<file path="src/logic/iir_pkg.sv">
`default_nettype none

package iir_pkg;

    ////////////////////////////////////////
    // Sample format
    ////////////////////////////////////////

    localparam int sample_w = 12;

    typedef logic signed [sample_w-1:0] sample_t;

    // Symmetric clip range, -2048 never produced
    localparam int sample_max = 2047;
    localparam int sample_min = -2047;

    ////////////////////////////////////////
    // Fixed-point coefficients, Q1.11
    ////////////////////////////////////////

    localparam int frac_bits = 11;

    // Roughly 0.1 and 0.9 of 2**11
    localparam int coef_fwd = 205;
    localparam int coef_fb  = 1843;

    // Holds both full-precision products and their sum
    localparam int acc_w = 32;

    ////////////////////////////////////////
    // Framing
    ////////////////////////////////////////

    localparam int frame_len = 256;
    localparam int index_w   = 8;

    typedef logic [index_w-1:0] index_t;

    // Result selected by the output stage
    typedef enum logic {
        mode_lowpass  = 1'b0,
        mode_highpass = 1'b1
    } filter_mode_e;

endpackage

`default_nettype wire
</file>
<file path="src/logic/dual_iir_filter.sv">
`timescale 1ns/1ps
`default_nettype none

module dual_iir_filter (
    input  logic                  clk,
    input  logic                  rst,
    input  iir_pkg::sample_t      in_sample,
    input  logic                  in_valid,
    input  logic                  frame_start,
    input  iir_pkg::filter_mode_e mode,
    output iir_pkg::sample_t      out_sample,
    output logic                  out_valid,
    output iir_pkg::index_t       out_index,
    output logic                  frame_done,
    output logic                  frame_clipped
);

    iir_pkg::sample_t lp_y;
    logic             lp_valid;
    logic             lp_clip;
    iir_pkg::sample_t hp_y;
    logic             hp_valid;
    logic             hp_clip;

    ////////////////////////////////////////
    // Filter sections, both see every sample
    ////////////////////////////////////////

    lowpass_section lp0 (
        .clk         (clk),
        .rst         (rst),
        .in_sample   (in_sample),
        .in_valid    (in_valid),
        .frame_start (frame_start),
        .y           (lp_y),
        .y_valid     (lp_valid),
        .y_clip      (lp_clip)
    );

    highpass_section hp0 (
        .clk         (clk),
        .rst         (rst),
        .in_sample   (in_sample),
        .in_valid    (in_valid),
        .frame_start (frame_start),
        .y           (hp_y),
        .y_valid     (hp_valid),
        .y_clip      (hp_clip)
    );

    // Mode and frame start are delayed inside the stage
    frame_output_stage out0 (
        .clk           (clk),
        .rst           (rst),
        .mode          (mode),
        .frame_start   (frame_start),
        .lp_y          (lp_y),
        .hp_y          (hp_y),
        .lp_valid      (lp_valid),
        .hp_valid      (hp_valid),
        .lp_clip       (lp_clip),
        .hp_clip       (hp_clip),
        .out_sample    (out_sample),
        .out_valid     (out_valid),
        .out_index     (out_index),
        .frame_done    (frame_done),
        .frame_clipped (frame_clipped)
    );

endmodule

`default_nettype wire

</file>
<file path="src/logic/frame_output_stage.sv">
`timescale 1ns/1ps
`default_nettype none

module frame_output_stage (
    input  logic                  clk,
    input  logic                  rst,
    input  iir_pkg::filter_mode_e mode,
    input  logic                  frame_start,
    input  iir_pkg::sample_t      lp_y,
    input  iir_pkg::sample_t      hp_y,
    input  logic                  lp_valid,
    input  logic                  hp_valid,
    input  logic                  lp_clip,
    input  logic                  hp_clip,
    output iir_pkg::sample_t      out_sample,
    output logic                  out_valid,
    output iir_pkg::index_t       out_index,
    output logic                  frame_done,
    output logic                  frame_clipped
);

    logic                  start_d;
    iir_pkg::filter_mode_e mode_d;
    iir_pkg::filter_mode_e mode_q;
    iir_pkg::filter_mode_e sel_mode;
    logic                  first;
    logic                  sel_clip;
    iir_pkg::index_t       next_index;

    ////////////////////////////////////////
    // Align frame start and mode with sections
    ////////////////////////////////////////

    always_ff @(posedge clk) begin
        if (rst) begin
            start_d <= 1'b0;
        end else begin
            start_d <= frame_start;
        end
    end

    always_ff @(posedge clk) begin
        mode_d <= mode;
    end

    // First sample of a frame already uses the new mode
    assign first    = lp_valid & start_d;
    assign sel_mode = first ? mode_d : mode_q;
    assign sel_clip = (sel_mode == iir_pkg::mode_highpass) ? hp_clip : lp_clip;

    assign next_index = first ? '0 : out_index + 1'b1;

    always_ff @(posedge clk) begin
        if (rst) begin
            mode_q <= iir_pkg::mode_lowpass;
        end else if (first) begin
            mode_q <= mode_d;
        end
    end

    ////////////////////////////////////////
    // Registered outputs
    ////////////////////////////////////////

    always_ff @(posedge clk) begin
        if (rst) begin
            out_valid     <= 1'b0;
            out_index     <= '0;
            frame_done    <= 1'b0;
            frame_clipped <= 1'b0;
        end else begin
            out_valid  <= lp_valid;
            frame_done <= lp_valid &&
                          (next_index == iir_pkg::index_t'(iir_pkg::frame_len - 1));
            if (lp_valid) begin
                out_index <= next_index;
                // Sticky over the frame, restarts on its first sample
                frame_clipped <= first ? sel_clip : (frame_clipped | sel_clip);
            end
        end
    end

    always_ff @(posedge clk) begin
        if (lp_valid) begin
            out_sample <= (sel_mode == iir_pkg::mode_highpass) ? hp_y : lp_y;
        end
    end

    assert property (@(posedge clk) disable iff (rst) frame_done |-> out_valid)
        else $error("frame_output_stage: frame_done without out_valid");

    // Both sections must stay in step
    assert property (@(posedge clk) disable iff (rst) lp_valid == hp_valid)
        else $error("frame_output_stage: section valid strobes differ");

endmodule

`default_nettype wire

</file>
<file path="src/logic/highpass_section.sv">
`timescale 1ns/1ps
`default_nettype none

module highpass_section (
    input  logic             clk,
    input  logic             rst,
    input  iir_pkg::sample_t in_sample,
    input  logic             in_valid,
    input  logic             frame_start,
    output iir_pkg::sample_t y,
    output logic             y_valid,
    output logic             y_clip
);

    iir_pkg::sample_t                 prev_y;
    logic signed [iir_pkg::acc_w-1:0] acc;
    logic signed [iir_pkg::acc_w-1:0] scaled;
    iir_pkg::sample_t                 t;
    logic                             t_clip;
    logic signed [iir_pkg::sample_w:0] diff;
    iir_pkg::sample_t                 y_next;
    logic                             diff_clip;

    ////////////////////////////////////////
    // Smoothed term t from x and own output
    ////////////////////////////////////////

    always_comb begin
        prev_y = frame_start ? '0 : y;
        // Same weight on both terms
        acc    = iir_pkg::coef_fb * in_sample + iir_pkg::coef_fb * prev_y;
        scaled = acc >>> iir_pkg::frac_bits;

        if (scaled > iir_pkg::sample_max) begin
            t      = iir_pkg::sample_t'(iir_pkg::sample_max);
            t_clip = 1'b1;
        end else if (scaled < iir_pkg::sample_min) begin
            t      = iir_pkg::sample_t'(iir_pkg::sample_min);
            t_clip = 1'b1;
        end else begin
            t      = iir_pkg::sample_t'(scaled);
            t_clip = 1'b0;
        end
    end

    ////////////////////////////////////////
    // Output y = x - t, second clip
    ////////////////////////////////////////

    always_comb begin
        // One extra bit, range is about +-4095
        diff = in_sample - t;

        if (diff > iir_pkg::sample_max) begin
            y_next    = iir_pkg::sample_t'(iir_pkg::sample_max);
            diff_clip = 1'b1;
        end else if (diff < iir_pkg::sample_min) begin
            y_next    = iir_pkg::sample_t'(iir_pkg::sample_min);
            diff_clip = 1'b1;
        end else begin
            y_next    = iir_pkg::sample_t'(diff);
            diff_clip = 1'b0;
        end
    end

    always_ff @(posedge clk) begin
        if (rst) begin
            y_valid <= 1'b0;
        end else begin
            y_valid <= in_valid;
        end
    end

    always_ff @(posedge clk) begin
        if (in_valid) begin
            y      <= y_next;
            y_clip <= t_clip | diff_clip;
        end
    end

    assert property (@(posedge clk) disable iff (rst)
                     !$past(rst) |-> (y_valid == $past(in_valid)))
        else $error("highpass_section: y_valid not one cycle behind in_valid");

endmodule

`default_nettype wire

</file>
<file path="src/logic/lowpass_section.sv">
`timescale 1ns/1ps
`default_nettype none

module lowpass_section (
    input  logic             clk,
    input  logic             rst,
    input  iir_pkg::sample_t in_sample,
    input  logic             in_valid,
    input  logic             frame_start,
    output iir_pkg::sample_t y,
    output logic             y_valid,
    output logic             y_clip
);

    iir_pkg::sample_t                 prev_y;
    logic signed [iir_pkg::acc_w-1:0] acc;
    logic signed [iir_pkg::acc_w-1:0] scaled;
    iir_pkg::sample_t                 y_next;
    logic                             clip_next;

    ////////////////////////////////////////
    // Recurrence y = 0.1 x + 0.9 y_prev
    ////////////////////////////////////////

    always_comb begin
        // Registered output is the filter state
        prev_y = frame_start ? '0 : y;
        acc    = iir_pkg::coef_fwd * in_sample + iir_pkg::coef_fb * prev_y;
        // Arithmetic shift, rounds toward minus infinity
        scaled = acc >>> iir_pkg::frac_bits;

        if (scaled > iir_pkg::sample_max) begin
            y_next    = iir_pkg::sample_t'(iir_pkg::sample_max);
            clip_next = 1'b1;
        end else if (scaled < iir_pkg::sample_min) begin
            y_next    = iir_pkg::sample_t'(iir_pkg::sample_min);
            clip_next = 1'b1;
        end else begin
            y_next    = iir_pkg::sample_t'(scaled);
            clip_next = 1'b0;
        end
    end

    ////////////////////////////////////////
    // Output registers
    ////////////////////////////////////////

    always_ff @(posedge clk) begin
        if (rst) begin
            y_valid <= 1'b0;
        end else begin
            y_valid <= in_valid;
        end
    end

    // State only moves on a real sample, gaps hold it
    always_ff @(posedge clk) begin
        if (in_valid) begin
            y      <= y_next;
            y_clip <= clip_next;
        end
    end

    assert property (@(posedge clk) rst |=> !y_valid)
        else $error("lowpass_section: y_valid high on the cycle after reset");

endmodule

`default_nettype wire

</file>
<file path="config.mk">
export PLATFORM = sky130hd
export DESIGN_NAME = dual_iir_filter
export DESIGN_NICKNAME = d
export VERILOG_FILES = /design/src/logic/iir_pkg.sv /design/src/logic/dual_iir_filter.sv /design/src/logic/frame_output_stage.sv /design/src/logic/highpass_section.sv /design/src/logic/lowpass_section.sv
export SDC_FILE = /design/constraint.sdc
export NUM_CORES = 1
export LEC_CHECK = 0
export ABC_CLOCK_PERIOD_IN_PS = 9100
export CORE_UTILIZATION = 30
export CTS_CLUSTER_SIZE = 20
export DETAILED_ROUTE_END_ITERATION = 10
export DONT_BUFFER_PORTS = 1
export SLEW_MARGIN = 20
export SYNTH_ARGS = -nofsm -noshare
export SYNTH_HDL_FRONTEND = slang
export SYNTH_SLANG_ARGS = --single-unit
</file>
<file path="constraint.sdc">
create_clock -name clk -period 9.1 [get_ports clk]
set_input_delay 0.455 -clock clk [delete_from_list [all_inputs] [get_ports clk]]
set_output_delay 0.455 -clock clk [all_outputs]
set_load 0.02 [all_outputs]
</file>
==> qor.yml <==
status: "finished, final reports clean"
cp.buffers_inverters: 5
synth_fp_nets: 1939
cts_tree: "yes"
cts_hold_buf: 0
critPathArrivalTime_ps: 8830
numClockSinks: 53
antenna_found_initial: 0
finalCritPeriodShare_pct: 96.7
synth_area_leaders: "fa_1 (31%), ha_1 (24%), inv_1 (9.8%), edfxtp_1 (8.2%), dfxtp_1 (2.2%)"
grtUsageMet2_pct: 27.0
crit_slowest_cell: "fa_1"
post-route-util_pct: 33.8
synthArstFlopShare_pct: 0
required_ps: 9140
htree_num_levels: 2
io_buffers: 0
yosysSeqAreaShare_pct: 10.4
ys_seq_elements: 53
gp_congestion: 0.927
cp_top_family: "adder cells"
final_cells: 2085
die_x_um: 217
synth_top_area_cell: "fa_1"
critPathLaunchType: "flop"
cts_buffers: 5
synth_ff_type: "edfxtp_1"
drt_iter0_drc: 519
clock.fmax_mhz: 114
critPathCaptureType: "flop"
hpwl_um: 31300
clockBufferDepth: 2
use_met1_pct: 21.0
row_count: 78
synth_top_area_share_pct: 31.2
drive_gt1_share_pct: 9.83
path_max_fanout: 3
path_clk_slew_ps: 70
synth_area_per_cell_um2: 9.68
io_pins: 40
synth_cell_types: 74
drt_pass1_iterations: 5
ant_nets: 0
grt_max_degree: 31
max_stage_delay_ps: 550
yosysWarnings: 0
dp_cells: 2065
via_per_inst: 4.78
synth_edf_count: 38
grt_first_pass_wirelength_um: 57200
grt-busiest-layer: "met2"
core_um2: 45600
hold_violations: 0
start_util_pct: 30.5
wire_per_inst_um: 16.9
rr_startpoint: "hp0.y[1]"
finalClockSkew_ps: 5.73
tightest_slew_ps: 837
clkLatencyLatePin_ps: 290
wl_um: 35300
critPathKind: "reg -> reg"
grt.overflow.total: 0
cts-root-buf: "clkbuf_16"
drv_slew: 0
crit_top_cell: "fa_1"
nets: 1986
setup_viol: 0
syn_to_final_growth_pct: 10.7
worst_hold_startpoint: "mode"
min_period_ps: 8800
synth_area_um2: 13900
antenna_cells: 0
synth_common_cells: "inv_1 (362), ha_1 (268), fa_1 (217)"
slew_headroom_pct: 44.1
gr-usage-met3_pct: 1.19
yosysMostFrequentCell: "inv_1"
grt_pass1_vias: 10631
syn_inst: 1437
timing.hold.ws_ps: 181
maxCapViolCount: 0
cp-startpoint: "hp0.y[1]"
vias: 9976
grt_usage_pct: 15.5
die_y_um: 217
drc: 0
dieArea_um2: 47300
hold_class: "in -> reg"
-- state kept, by name (all words and copies together), names as in the netlist, 8 cells and up --
register and flops:
out0.out_index 8, lp0.y 12, out0.out_sample 12, hp0.y 12
-- worst register-to-register path: cells and delay by family, from the launching register on --
family          cells  cell delay [ps]
simple gates        7             1680
fa+ha+maj          10             3940
buf+inv             5              290
xor+xnor            2              360
flops               1              400
compound gates     11             1890
-- kinds of logic after synthesis --
kind of cell / count (synthesis) / synth area share [%]
XOR/XNOR: 48 / 3.08
flip-flops: 53 / 10.4
multiplexers: 20 / 1.56
AND/OR/NAND/NOR: 228 / 8.60
AO/OA/AOI/OAI: 212 / 10.2
adder cells (fa/ha/maj): 490 / 55.7
buffers and inverters: 386 / 10.5
-- worst paths after layout --
check                  endpoint  slack (ps)  cells after the start
max                    hp0.y[1]         300                     35
min                 out0.mode_d         180                      0
max reg2reg            hp0.y[1]         300                     35
min reg2reg  out0.out_sample[8]         590                      1
-- through the flow --
step	area, µm²	TNS [ps]	setup WS (ps)
after global placement	15000	0	34.3
after detailed placement	15000	-67.6	-67.6
after floorplan	13900	0	82.6
after CTS	15200	0	7.35
final	15400	0	303
after global routing	15400	-107	-79.9
-- cell usage in the layout (no fill, tap or decap), types with 12 or more instances in the layout --
cell type  count
edfxtp_1      38
a21o_1        17
buf_4         61
nand2_1       42
xnor2_1       27
nor2_1        57
nand2b_1      18
nor3_1        12
dfxtp_1       15
nor2b_1       24
inv_1        360
mux2_2        13
fa_1         217
ha_1         262
o21ai_0       42
a21oi_1       51
xor2_1        19
nand3_1       17
-- metal layers --
| metal | part of all wire [%] | vias up |
|---|---|---|
| li1 | - | 4755 |
| met1 | 46 | 5029 |
| met2 | 50 | 165 |
| met3 | 2.9 | 27 |
| met4 | 1.5 | 0 |
| met5 | 0 | - |
-- layout make-up --
type | count | area (µm²)
Multi-Input combinational cell | 998 | 11200
Clock inverter | 2 | 15.0
Sequential cell | 53 | 1440
Clock buffer | 6 | 139
Tap cell | 600 | 751
Fill cell | 4624 | 30200
Inverter | 363 | 1360
Timing Repair Buffer | 63 | 489
-- timing repair --
action,CTS,global route
pin swaps,6,33
endpoints found under the setup margin,1,13
buffers inserted,3,9
resized for setup,6,39
cloned,0,0
Power is left out: the tool's default activity adds up to more than one toggle a clock period on the data nets, which glitch-free logic cannot reach.
